`config.mk`:
```
export PLATFORM = sky130hd
export DESIGN_NAME = ooo_core_top
export DESIGN_NICKNAME = d
export VERILOG_FILES = /design/src/hdl/ooo_pkg.sv /design/src/hdl/issue_stage.sv /design/src/hdl/reg_status_file.sv /design/src/hdl/rob_queue.sv /design/src/hdl/res_station.sv /design/src/hdl/ooo_core_top.sv
export SDC_FILE = /design/constraint.sdc
export NUM_CORES = 2
export LEC_CHECK = 0
export BUFFER_PORTS_ARGS = -buffer_cell sky130_fd_sc_hd__buf_2
export CAP_MARGIN = 20
export CELL_PAD_IN_SITES_DETAIL_PLACEMENT = 2
export CELL_PAD_IN_SITES_GLOBAL_PLACEMENT = 2
export CORE_ASPECT_RATIO = 2
export CORE_MARGIN = 2
export CORE_UTILIZATION = 30
export CTS_CLUSTER_SIZE = 28
export DETAILED_ROUTE_END_ITERATION = 6
export PLACE_DENSITY = 0.61
export SYNTH_ARGS = -nofsm -noshare
export SYNTH_HDL_FRONTEND = slang
export SYNTH_HIERARCHICAL = 1
export SYNTH_SLANG_ARGS = --single-unit
export TNS_END_PERCENT = 50
```
`constraint.sdc`:
```
create_clock -name clk_in -period 20.3 [get_ports clk_in]
set_input_delay 1.015 -clock clk_in [delete_from_list [all_inputs] [get_ports clk_in]]
set_output_delay 1.015 -clock clk_in [all_outputs]
set_load 0.02 [all_outputs]
```
`src/hdl/ooo_pkg.sv`:
```
package ooo_pkg;

  localparam int XLEN      = 32;
  localparam int NUM_REGS  = 32;
  localparam int REG_W     = 5;   // index width for NUM_REGS
  localparam int ROB_DEPTH = 8;
  localparam int ROB_W     = 3;   // tag width, ROB_DEPTH is a power of two
  localparam int RS_DEPTH  = 4;
  localparam int RS_W      = 2;   // slot index and age width

  typedef logic [XLEN-1:0]  word_t;
  typedef logic [REG_W-1:0] reg_id_t;
  typedef logic [ROB_W-1:0] rob_id_t;

  typedef enum logic [2:0] {
    OP_ADD = 3'd0,
    OP_SUB = 3'd1,
    OP_AND = 3'd2,
    OP_OR  = 3'd3,
    OP_XOR = 3'd4,
    OP_SLT = 3'd5   // signed less-than, result 0 or 1
  } alu_op_e;

  // decoded instruction from the front end
  typedef struct packed {
    alu_op_e op;
    reg_id_t rd;
    reg_id_t rs1;
    reg_id_t rs2;
    logic    use_imm;  // second operand from imm instead of rs2
    word_t   imm;
  } instr_t;

  // either a value (ready) or the ROB tag that will produce it
  typedef struct packed {
    logic    ready;
    rob_id_t tag;
    word_t   val;
  } operand_t;

  typedef struct packed {
    alu_op_e  op;
    rob_id_t  dest;
    operand_t src1;
    operand_t src2;
  } issue_rec_t;

  typedef struct packed {
    logic    valid;
    rob_id_t tag;
    word_t   val;
  } cdb_t;

  typedef struct packed {
    logic    valid;
    reg_id_t rd;
    rob_id_t tag;
    word_t   val;
  } commit_t;

endpackage

```
`src/hdl/issue_stage.sv`:
```
`timescale 1ns/1ps

module issue_stage (
  input  logic                clk_in,
  input  logic                rst_in,
  input  logic                rdy_in,
  input  logic                clear_in,
  input  logic                instr_valid,
  input  ooo_pkg::instr_t     instr,
  input  logic                rob_full,
  input  logic                rs_full,
  input  ooo_pkg::rob_id_t    alloc_tag,
  input  ooo_pkg::word_t      ask1_val,
  input  ooo_pkg::word_t      ask2_val,
  input  logic                ask1_dep,
  input  logic                ask2_dep,
  input  ooo_pkg::rob_id_t    ask1_tag,
  input  ooo_pkg::rob_id_t    ask2_tag,
  input  logic                look1_ready,
  input  logic                look2_ready,
  input  ooo_pkg::word_t      look1_val,
  input  ooo_pkg::word_t      look2_val,
  input  ooo_pkg::cdb_t       cdb,
  output logic                instr_stall,
  output logic                issue_fire,
  output ooo_pkg::reg_id_t    ask1_id,
  output ooo_pkg::reg_id_t    ask2_id,
  output ooo_pkg::reg_id_t    new_reg_id,
  output ooo_pkg::rob_id_t    new_rob_id,
  output ooo_pkg::rob_id_t    look1_tag,
  output ooo_pkg::rob_id_t    look2_tag,
  output ooo_pkg::issue_rec_t rec,
  output logic                rec_valid
);
  import ooo_pkg::*;

  operand_t src1;
  operand_t src2;

  // tagged source: take a finished ROB value, else catch it on the CDB this cycle
  function automatic operand_t resolve(input logic dep, input rob_id_t tag, input word_t val,
                                       input logic lk_ready, input word_t lk_val,
                                       input cdb_t bus);
    operand_t o;
    o.ready = 1'b1;
    o.tag   = tag;
    o.val   = val;
    if (dep) begin
      if (lk_ready) begin
        o.val = lk_val;
      end else if (bus.valid && bus.tag == tag) begin
        o.val = bus.val;
      end else begin
        o.ready = 1'b0;
      end
    end
    return o;
  endfunction

  assign instr_stall = rob_full | rs_full;
  assign issue_fire  = instr_valid & ~instr_stall & rdy_in & ~clear_in;

  assign ask1_id   = instr.rs1;
  assign ask2_id   = instr.rs2;
  assign look1_tag = ask1_tag;
  assign look2_tag = ask2_tag;

  always_comb begin
    src1 = resolve(ask1_dep, ask1_tag, ask1_val, look1_ready, look1_val, cdb);
    src2 = resolve(ask2_dep, ask2_tag, ask2_val, look2_ready, look2_val, cdb);
    if (instr.use_imm) begin
      src2.ready = 1'b1;
      src2.tag   = '0;
      src2.val   = instr.imm;
    end
  end

  // rename reaches the register file one cycle later, together with rec_valid
  always_ff @(posedge clk_in) begin
    if (rst_in) begin
      rec_valid  <= 1'b0;
      new_reg_id <= '0;
      new_rob_id <= '0;
    end else if (rdy_in) begin
      if (clear_in) begin
        rec_valid  <= 1'b0;
        new_reg_id <= '0;
      end else begin
        rec_valid  <= issue_fire;
        new_reg_id <= issue_fire ? instr.rd : '0;  // 0 means no rename
        new_rob_id <= alloc_tag;
      end
    end
  end

  always_ff @(posedge clk_in) begin
    if (rdy_in && issue_fire) begin
      rec <= '{op: instr.op, dest: alloc_tag, src1: src1, src2: src2};
    end
  end

endmodule

```
`src/hdl/reg_status_file.sv`:
```
`timescale 1ns/1ps

module reg_status_file (
  input  logic             clk_in,
  input  logic             rst_in,
  input  logic             rdy_in,
  input  logic             clear_in,
  input  ooo_pkg::reg_id_t ask1_id,
  input  ooo_pkg::reg_id_t ask2_id,
  input  ooo_pkg::reg_id_t new_reg_id,
  input  ooo_pkg::rob_id_t new_rob_id,
  input  ooo_pkg::commit_t commit,
  output ooo_pkg::word_t   ask1_val,
  output ooo_pkg::word_t   ask2_val,
  output logic             ask1_dep,
  output logic             ask2_dep,
  output ooo_pkg::rob_id_t ask1_tag,
  output ooo_pkg::rob_id_t ask2_tag
);
  import ooo_pkg::*;

  word_t               regs [NUM_REGS];
  rob_id_t             tags [NUM_REGS];
  logic [NUM_REGS-1:0] busy;

  operand_t res1;
  operand_t res2;

  // lookup order: x0, pending rename, value being committed, busy tag, register
  function automatic operand_t lookup(input reg_id_t id);
    operand_t o;
    o.ready = 1'b1;
    o.tag   = tags[id];
    o.val   = regs[id];
    if (id == '0) begin
      o.val = '0;
    end else if (id == new_reg_id) begin
      o.ready = 1'b0;
      o.tag   = new_rob_id;  // renamed by the instruction issued last cycle
    end else if (busy[id]) begin
      if (commit.valid && commit.rd == id && commit.tag == tags[id]) begin
        o.val = commit.val;  // final value lands this cycle
      end else begin
        o.ready = 1'b0;
      end
    end
    return o;
  endfunction

  always_comb begin
    res1 = lookup(ask1_id);
    res2 = lookup(ask2_id);
  end

  assign ask1_val = res1.val;
  assign ask1_dep = ~res1.ready;
  assign ask1_tag = res1.tag;
  assign ask2_val = res2.val;
  assign ask2_dep = ~res2.ready;
  assign ask2_tag = res2.tag;

  always_ff @(posedge clk_in) begin
    if (rst_in) begin
      busy <= '0;
      for (int i = 0; i < NUM_REGS; i++) begin
        regs[i] <= '0;
        tags[i] <= '0;
      end
    end else if (rdy_in) begin
      if (clear_in) begin
        // flush drops every rename, committed values stay
        busy <= '0;
        for (int i = 0; i < NUM_REGS; i++) begin
          tags[i] <= '0;
        end
      end else begin
        if (commit.valid && commit.rd != '0) begin
          regs[commit.rd] <= commit.val;
          // a younger rename still owns the register unless the tags match
          if (commit.rd != new_reg_id && tags[commit.rd] == commit.tag) begin
            busy[commit.rd] <= 1'b0;
          end
        end
        if (new_reg_id != '0) begin
          busy[new_reg_id] <= 1'b1;
          tags[new_reg_id] <= new_rob_id;
        end
      end
    end
  end

endmodule

```
`src/hdl/rob_queue.sv`:
```
`timescale 1ns/1ps

module rob_queue (
  input  logic             clk_in,
  input  logic             rst_in,
  input  logic             rdy_in,
  input  logic             clear_in,
  input  logic             issue_fire,
  input  ooo_pkg::reg_id_t new_reg_id,
  input  ooo_pkg::cdb_t    cdb,
  input  ooo_pkg::rob_id_t look1_tag,
  input  ooo_pkg::rob_id_t look2_tag,
  output ooo_pkg::rob_id_t alloc_tag,
  output logic             rob_full,
  output logic             look1_ready,
  output logic             look2_ready,
  output ooo_pkg::word_t   look1_val,
  output ooo_pkg::word_t   look2_val,
  output ooo_pkg::commit_t commit
);
  import ooo_pkg::*;

  logic [ROB_DEPTH-1:0] done;  // result captured from the CDB
  reg_id_t              ent_rd  [ROB_DEPTH];
  word_t                ent_val [ROB_DEPTH];

  rob_id_t        head;
  rob_id_t        tail;
  logic [ROB_W:0] count;
  logic           pop;

  // rd comes with the registered rename, one cycle after allocation
  logic    fill_pend;
  rob_id_t fill_tag;

  commit_t commit_q;

  assign alloc_tag = tail;
  assign rob_full  = (count == ROB_DEPTH);
  assign pop       = (count != '0) && done[head];

  assign look1_ready = done[look1_tag];
  assign look1_val   = ent_val[look1_tag];
  assign look2_ready = done[look2_tag];
  assign look2_val   = ent_val[look2_tag];

  always_comb begin
    commit       = commit_q;
    commit.valid = commit_q.valid & rdy_in & ~clear_in;  // no pulse while paused or flushed
  end

  always_ff @(posedge clk_in) begin
    if (rst_in) begin
      head      <= '0;
      tail      <= '0;
      count     <= '0;
      done      <= '0;
      fill_pend <= 1'b0;
      commit_q  <= '0;
    end else if (rdy_in) begin
      if (clear_in) begin
        head      <= '0;
        tail      <= '0;
        count     <= '0;
        done      <= '0;
        fill_pend <= 1'b0;
        commit_q  <= '0;
      end else begin
        fill_pend <= issue_fire;
        if (cdb.valid) begin
          done[cdb.tag] <= 1'b1;
        end
        if (pop) begin
          commit_q     <= '{valid: 1'b1, rd: ent_rd[head], tag: head, val: ent_val[head]};
          done[head]   <= 1'b0;
          head         <= head + 1'b1;  // wraps at ROB_DEPTH
        end else begin
          commit_q.valid <= 1'b0;
        end
        if (issue_fire) begin
          done[tail] <= 1'b0;
          tail       <= tail + 1'b1;
        end
        count <= count + (ROB_W+1)'(issue_fire) - (ROB_W+1)'(pop);
      end
    end
  end

  always_ff @(posedge clk_in) begin
    if (rdy_in && !clear_in) begin
      if (issue_fire) begin
        fill_tag <= tail;
      end
      if (fill_pend) begin
        ent_rd[fill_tag] <= new_reg_id;
      end
      if (cdb.valid) begin
        ent_val[cdb.tag] <= cdb.val;
      end
    end
  end

endmodule

```
`src/hdl/res_station.sv`:
```
`timescale 1ns/1ps

module res_station (
  input  logic                clk_in,
  input  logic                rst_in,
  input  logic                rdy_in,
  input  logic                clear_in,
  input  ooo_pkg::issue_rec_t rec,
  input  logic                rec_valid,
  output logic                rs_full,
  output ooo_pkg::cdb_t       cdb
);
  import ooo_pkg::*;

  logic [RS_DEPTH-1:0] busy;
  issue_rec_t          ent [RS_DEPTH];
  logic [RS_W-1:0]     age [RS_DEPTH];  // number of younger live entries

  logic [RS_DEPTH-1:0] ready;
  logic                sel_valid;
  logic [RS_W-1:0]     sel_idx;
  logic [RS_W-1:0]     sel_age;
  logic [RS_W-1:0]     free_idx;
  logic [RS_W:0]       used;

  cdb_t alu_q;

  function automatic operand_t snoop(input operand_t o, input cdb_t bus);
    operand_t r;
    r = o;
    if (!o.ready && bus.valid && bus.tag == o.tag) begin
      r.ready = 1'b1;
      r.val   = bus.val;
    end
    return r;
  endfunction

  function automatic word_t alu(input alu_op_e op, input word_t a, input word_t b);
    case (op)
      OP_ADD:  return a + b;
      OP_SUB:  return a - b;
      OP_AND:  return a & b;
      OP_OR:   return a | b;
      OP_XOR:  return a ^ b;
      OP_SLT:  return word_t'($signed(a) < $signed(b));
      default: return '0;
    endcase
  endfunction

  // oldest ready entry has the largest age
  always_comb begin
    sel_valid = 1'b0;
    sel_idx   = '0;
    sel_age   = '0;
    free_idx  = '0;
    used      = '0;
    for (int i = RS_DEPTH - 1; i >= 0; i--) begin
      ready[i] = busy[i] && ent[i].src1.ready && ent[i].src2.ready;
      if (ready[i] && (!sel_valid || age[i] > sel_age)) begin
        sel_valid = 1'b1;
        sel_idx   = RS_W'(i);
        sel_age   = age[i];
      end
      if (!busy[i]) begin
        free_idx = RS_W'(i);  // lowest free slot
      end
      used = used + (RS_W+1)'(busy[i]);
    end
  end

  // the record in flight already owns a slot
  assign rs_full = (used + rec_valid) >= RS_DEPTH;

  always_comb begin
    cdb       = alu_q;
    cdb.valid = alu_q.valid & rdy_in & ~clear_in;
  end

  always_ff @(posedge clk_in) begin
    if (rst_in) begin
      busy  <= '0;
      alu_q <= '0;
      for (int i = 0; i < RS_DEPTH; i++) begin
        age[i] <= '0;
      end
    end else if (rdy_in) begin
      if (clear_in) begin
        busy  <= '0;
        alu_q <= '0;  // in-flight result is dropped
      end else begin
        alu_q.valid <= sel_valid;
        alu_q.tag   <= ent[sel_idx].dest;
        alu_q.val   <= alu(ent[sel_idx].op, ent[sel_idx].src1.val, ent[sel_idx].src2.val);
        for (int i = 0; i < RS_DEPTH; i++) begin
          if (busy[i]) begin
            age[i] <= age[i] + RS_W'(rec_valid) - RS_W'(sel_valid && age[i] > sel_age);
          end
        end
        if (sel_valid) begin
          busy[sel_idx] <= 1'b0;
        end
        if (rec_valid) begin
          busy[free_idx] <= 1'b1;
          age[free_idx]  <= '0;
        end
      end
    end
  end

  always_ff @(posedge clk_in) begin
    if (rdy_in && !clear_in) begin
      for (int i = 0; i < RS_DEPTH; i++) begin
        ent[i].src1 <= snoop(ent[i].src1, cdb);
        ent[i].src2 <= snoop(ent[i].src2, cdb);
      end
      if (rec_valid) begin
        ent[free_idx] <= '{op: rec.op, dest: rec.dest,
                           src1: snoop(rec.src1, cdb), src2: snoop(rec.src2, cdb)};
      end
    end
  end

endmodule

```
`src/hdl/ooo_core_top.sv`:
```
`timescale 1ns/1ps

module ooo_core_top (
  input  logic             clk_in,
  input  logic             rst_in,
  input  logic             rdy_in,
  input  logic             clear_in,
  input  logic             instr_valid,
  input  ooo_pkg::instr_t  instr,
  output logic             instr_stall,
  output ooo_pkg::commit_t commit
);
  import ooo_pkg::*;

  logic       issue_fire;
  logic       rob_full;
  logic       rs_full;
  rob_id_t    alloc_tag;
  reg_id_t    ask1_id;
  reg_id_t    ask2_id;
  word_t      ask1_val;
  word_t      ask2_val;
  logic       ask1_dep;
  logic       ask2_dep;
  rob_id_t    ask1_tag;
  rob_id_t    ask2_tag;
  reg_id_t    new_reg_id;
  rob_id_t    new_rob_id;
  rob_id_t    look1_tag;
  rob_id_t    look2_tag;
  logic       look1_ready;
  logic       look2_ready;
  word_t      look1_val;
  word_t      look2_val;
  issue_rec_t rec;
  logic       rec_valid;
  cdb_t       cdb;

  issue_stage i_issue_stage (
    .clk_in      (clk_in),
    .rst_in      (rst_in),
    .rdy_in      (rdy_in),
    .clear_in    (clear_in),
    .instr_valid (instr_valid),
    .instr       (instr),
    .rob_full    (rob_full),
    .rs_full     (rs_full),
    .alloc_tag   (alloc_tag),
    .ask1_val    (ask1_val),
    .ask2_val    (ask2_val),
    .ask1_dep    (ask1_dep),
    .ask2_dep    (ask2_dep),
    .ask1_tag    (ask1_tag),
    .ask2_tag    (ask2_tag),
    .look1_ready (look1_ready),
    .look2_ready (look2_ready),
    .look1_val   (look1_val),
    .look2_val   (look2_val),
    .cdb         (cdb),
    .instr_stall (instr_stall),
    .issue_fire  (issue_fire),
    .ask1_id     (ask1_id),
    .ask2_id     (ask2_id),
    .new_reg_id  (new_reg_id),
    .new_rob_id  (new_rob_id),
    .look1_tag   (look1_tag),
    .look2_tag   (look2_tag),
    .rec         (rec),
    .rec_valid   (rec_valid)
  );

  reg_status_file i_reg_status_file (
    .clk_in     (clk_in),
    .rst_in     (rst_in),
    .rdy_in     (rdy_in),
    .clear_in   (clear_in),
    .ask1_id    (ask1_id),
    .ask2_id    (ask2_id),
    .new_reg_id (new_reg_id),
    .new_rob_id (new_rob_id),
    .commit     (commit),
    .ask1_val   (ask1_val),
    .ask2_val   (ask2_val),
    .ask1_dep   (ask1_dep),
    .ask2_dep   (ask2_dep),
    .ask1_tag   (ask1_tag),
    .ask2_tag   (ask2_tag)
  );

  rob_queue i_rob_queue (
    .clk_in      (clk_in),
    .rst_in      (rst_in),
    .rdy_in      (rdy_in),
    .clear_in    (clear_in),
    .issue_fire  (issue_fire),
    .new_reg_id  (new_reg_id),
    .cdb         (cdb),
    .look1_tag   (look1_tag),
    .look2_tag   (look2_tag),
    .alloc_tag   (alloc_tag),
    .rob_full    (rob_full),
    .look1_ready (look1_ready),
    .look2_ready (look2_ready),
    .look1_val   (look1_val),
    .look2_val   (look2_val),
    .commit      (commit)
  );

  res_station i_res_station (
    .clk_in    (clk_in),
    .rst_in    (rst_in),
    .rdy_in    (rdy_in),
    .clear_in  (clear_in),
    .rec       (rec),
    .rec_valid (rec_valid),
    .rs_full   (rs_full),
    .cdb       (cdb)
  );

endmodule

```
==> run_results.csv <==
group,metric,value,unit
run_status,outcome,"finished, final reports clean",
cts,post_cts_buffers,0,
cts,worstSkewPairLatency,0.91,ns
pwr,max_rail_drop_vdd,0.05916,mV
timing,timing.max_slew.rel_slack,22.09,%
synthesis,ys.flop_type,"edfxtp_1",
synthesis,yosys_warnings,6,
timing,clock-skew-final,0.07113,ns
synthesis,synthesized_netlist_cell_count,7679,
critical_path,critPathMostFrequentCell,"ha_1",
floorplanning,placement_rows,313,
floorplanning,die_w,431.4,µm
drt,post_route_wl,445600,µm
critical_path,critPathLaunchType,"register",
grt,grt_start_max_net_pins,88,
drt,drtPass1Iterations,5,
pwr,p_leak,0.03994,µW
synthesis,synth_top_family_by_area,"multiplexers",
cts,cts-root-to-sink-buffers,4,
timing,rsz_0062_raised_after_global_routing,"no",
floorplanning,starting_density,30.16,%
synthesis,synth-compound-area-share,5.555,%
drt,drt-wirelength-per-cell,36.00,µm
min_path,hold_path_class,"in2reg",
cells_and_area,finish.cell_count_without_fillers,12380,
job,maxCapViolCount,0,
timing,fin_setup_tns,0,ns
floorplanning,dieHeight,858.8,µm
synthesis,synth_largest_area_cell,"edfxtp_1",
critical_path,rrSetupSlack,10.50,ns
cts,clock_tree.root_cell,"clkbuf_16",
timing,tightestPinTransition,1.163,ns
grt,globalRoute.totalOverflow,0,
cts,clk_transition_reported_paths,0.07,ns
cts,numCtsBuffers,195,
synthesis,post_synth_mux_area_share,24.96,%
timing,finalMaxSlewViolations,0,
floorplanning,placeableCoreArea,0.3634,mm²
synthesis,yosysSeqAreaShare,52.34,%
critical_path,timing.critical_path.slowest_stage_cell,"nor4b_2",
synthesis,synth_top_cells_by_area,"edfxtp_1 50%, mux4_2 19%, and2_1 5.7%",
placement,place_area,0.1149,mm²
placement,placement.io_buffers,97,
grt,grt_first_pass_wirelength,623600,µm
synthesis,synth.ff_latch_count,1961,
cells_and_area,finish.instance_area,0.1214,mm²
drt,met3_wirelength,19450,µm
synthesis,synth_adder_area_share,1.648,%
drt,met2WireLength,249300,µm
drt,dr_top_layer,"met5",
placement,numPlacedInstances,12010,
cells_and_area,syn_to_final_growth,10.73,%
drt,wl_met1,149700,µm
critical_path,crit_arrival,10.51,ns
synthesis,synth-xor-area-share,0.9190,%
cts,cts.sinks,1961,
synthesis,synth_area_per_cell,14.27,µm²
floorplanning,ios,98,
timing,finalHoldViolations,0,
drt,final_antenna_net_count,0,
grt,track_usage,23.65,%
placement,dp_hpwl,293100,µm
critical_path,crit_required,21.01,ns
critical_path,critPathCaptureType,"register",
timing,timing.final.crit_share,48.27,%
timing,clock.fmax,102.0,MHz
critical_path,crit_path_max_incr_delay,0.95,ns
cts,cts_resized,0,
grt,first_global_vias,79720,
synthesis,async_flop_share,0,%
synthesis,yosys.area_share.simple,10.71,%
drt,vias_per_cell,5.781,
critical_path,critical_path_peak_fanout,43,
critical_path,critical_path_class,"reg2reg",
synthesis,netlist_area,0.1096,mm²
timing,finalCriticalPeriod,9.800,ns
grt,number_of_antenna_violations_at_the_first_check_in_global_routing,32,
synthesis,synth_enable_flop_cells,1809,
cells_and_area,fill_cells,36860,
timing,setup_failing_eps_final,0,
drt,via_count,71540,
floorplanning,dieArea,0.3705,mm²
drt,detailedRoute.firstIterationViolations,5489,
timing,worst_hold_slack,0.3083,ns
cts,clock_tree_from_tritoncts,"done",
drt,remaining_drc_errors,0,
synthesis,synthDominantCellAreaShare,49.56,%
cells_and_area,fin_nets,7678,
synthesis,yosysUniqueCellTypes,116,
cts,ctsHoldBuffers,0,
pwr,power-per-cell-area,78.10,mW/mm²
cells_and_area,layout-drive-gt1-share,27.75,%
cts,cts_max_level,4,
placement,gp_routability_congestion,0.8692,
[cell type report]
| class | instances | area (µm²) | share of cell area [%] |
|---|---|---|---|
| flip-flops and latches | 1961 | 57380 | 47.28 |
| repair buffers | 346 | 2492 | 2.054 |
| clock buffers | 242 | 5202 | 4.287 |
| inverters | 149 | 559.3 | 0.4608 |
| well taps | 4725 | 5912 | 4.871 |
| clock inverters | 108 | 1175 | 0.9681 |
| multi-input cells | 4827 | 48600 | 40.04 |
| diodes | 18 | 45.04 | 0.03712 |
[placed cells by master, fill, tap and decap left out, types with 48 or more instances in the layout]
cell type / n
o22ai_1: 149
clkbuf_16: 200
dfxtp_1: 147
buf_2: 88
nor3_1: 103
ha_1: 138
edfxtp_1: 1809
nor2_1: 209
mux4_2: 931
inv_1: 143
buf_4: 246
mux2_2: 389
xnor2_1: 89
clkinv_1: 48
nand2b_1: 83
nand2_1: 342
mux2i_1: 199
nand3_1: 64
and2_1: 1003
o211ai_1: 50
a21oi_1: 249
o21ai_0: 108
nand4_1: 56
[cell usage after synthesis, types with 34 or more instances]
master / count
o211ai_1: 50
a21oi_1: 252
o21ai_0: 114
a221o_1: 34
nand3_1: 64
ha_1: 138
inv_1: 147
nand2_1: 351
buf_2: 106
dfxtp_1: 152
mux4_2: 931
or2_2: 39
o22ai_1: 149
and2_1: 1005
nand2b_1: 83
nand4_1: 56
mux2_2: 390
nor2_1: 248
buf_1: 95
o32ai_1: 40
clkbuf_1: 434
edfxtp_1: 1809
a22oi_1: 38
xnor2_1: 89
mux2i_1: 199
nor3_1: 107
buf_4: 116
[flip-flops by register name (all words and copies together), names as in the netlist, 3 cells and up, named ones only]
register,cells
i_res_station/ent,312
i_issue_stage/new_rob_id,3
i_rob_queue/commit,40
i_issue_stage/new_reg_id,5
i_reg_status_file/tags,96
i_rob_queue/done,8
i_rob_queue/alloc_tag,3
i_reg_status_file/regs,1024
i_res_station/busy,4
i_rob_queue/head,3
i_res_station/age,8
i_rob_queue/ent_rd,40
i_issue_stage/rec,78
i_reg_status_file/busy,32
i_rob_queue/fill_tag,3
i_rob_queue/ent_val,256
i_rob_queue/count,4
i_res_station/cdb,35
[cell families (layout without fill, tap and decap cells)]
| family | after synthesis | in the layout |
|---|---|---|
| AND/OR/NAND/NOR | 2113 | 2113 |
| AO/OA/AOI/OAI | 902 | 902 |
| XOR/XNOR | 115 | 115 |
| flip-flops | 1961 | 1961 |
| other | 1 | 53 |
| multiplexers | 1520 | 1520 |
| adder cells (fa/ha/maj) | 142 | 142 |
| buffers and inverters | 925 | 845 |
[power breakdown]
| part | total, µW | internal, µW | switching (µW) |
|---|---|---|---|
| sequential | 4610 | 4520 | 85.4 |
| clock | 3830 | 2130 | 1690 |
| combinational | 1040 | 458 | 582 |
[critical path: cells and delay by family, from the launching register on]
family,cells,cell delay (ns)
AOI/OAI and AO/OA,12,3.49
and+or+nand+nor,9,2.67
adders and majority gates,4,1.60
buffers and inverters,3,0.98
DFF,1,0.49
muxes,1,0.31
[metal layers]
layer,vias to the layer above,GRT usage (%)
li1,29310,-
met4,10,12.77
met1,38780,24.36
met5,-,0
met3,1055,2.553
met2,2389,46.05
[worst paths after layout]
path | cells past startpoint | startpoint | to
worst max-delay path | 29 | i_res_station/busy[3] | i_res_station/cdb[29]
worst min-delay path | 1 | instr[49] | i_issue_stage/rec[76]
worst max register to register | 29 | i_res_station/busy[3] | i_res_station/cdb[29]
worst min register to register | 2 | i_rob_queue/commit_q[40] | i_rob_queue/commit_q[40]
[metrics by stage]
step	setup slack, ns	power (µW)	util, %
floorplan	9.716	5335	-
finish	10.50	9478	33.39
CTS	10.65	9571	33.37
global placement	10.66	5706	31.61
detailed placement	10.64	5738	31.62
global route	10.15	9741	33.38
(Power assumes the default switching activity.)
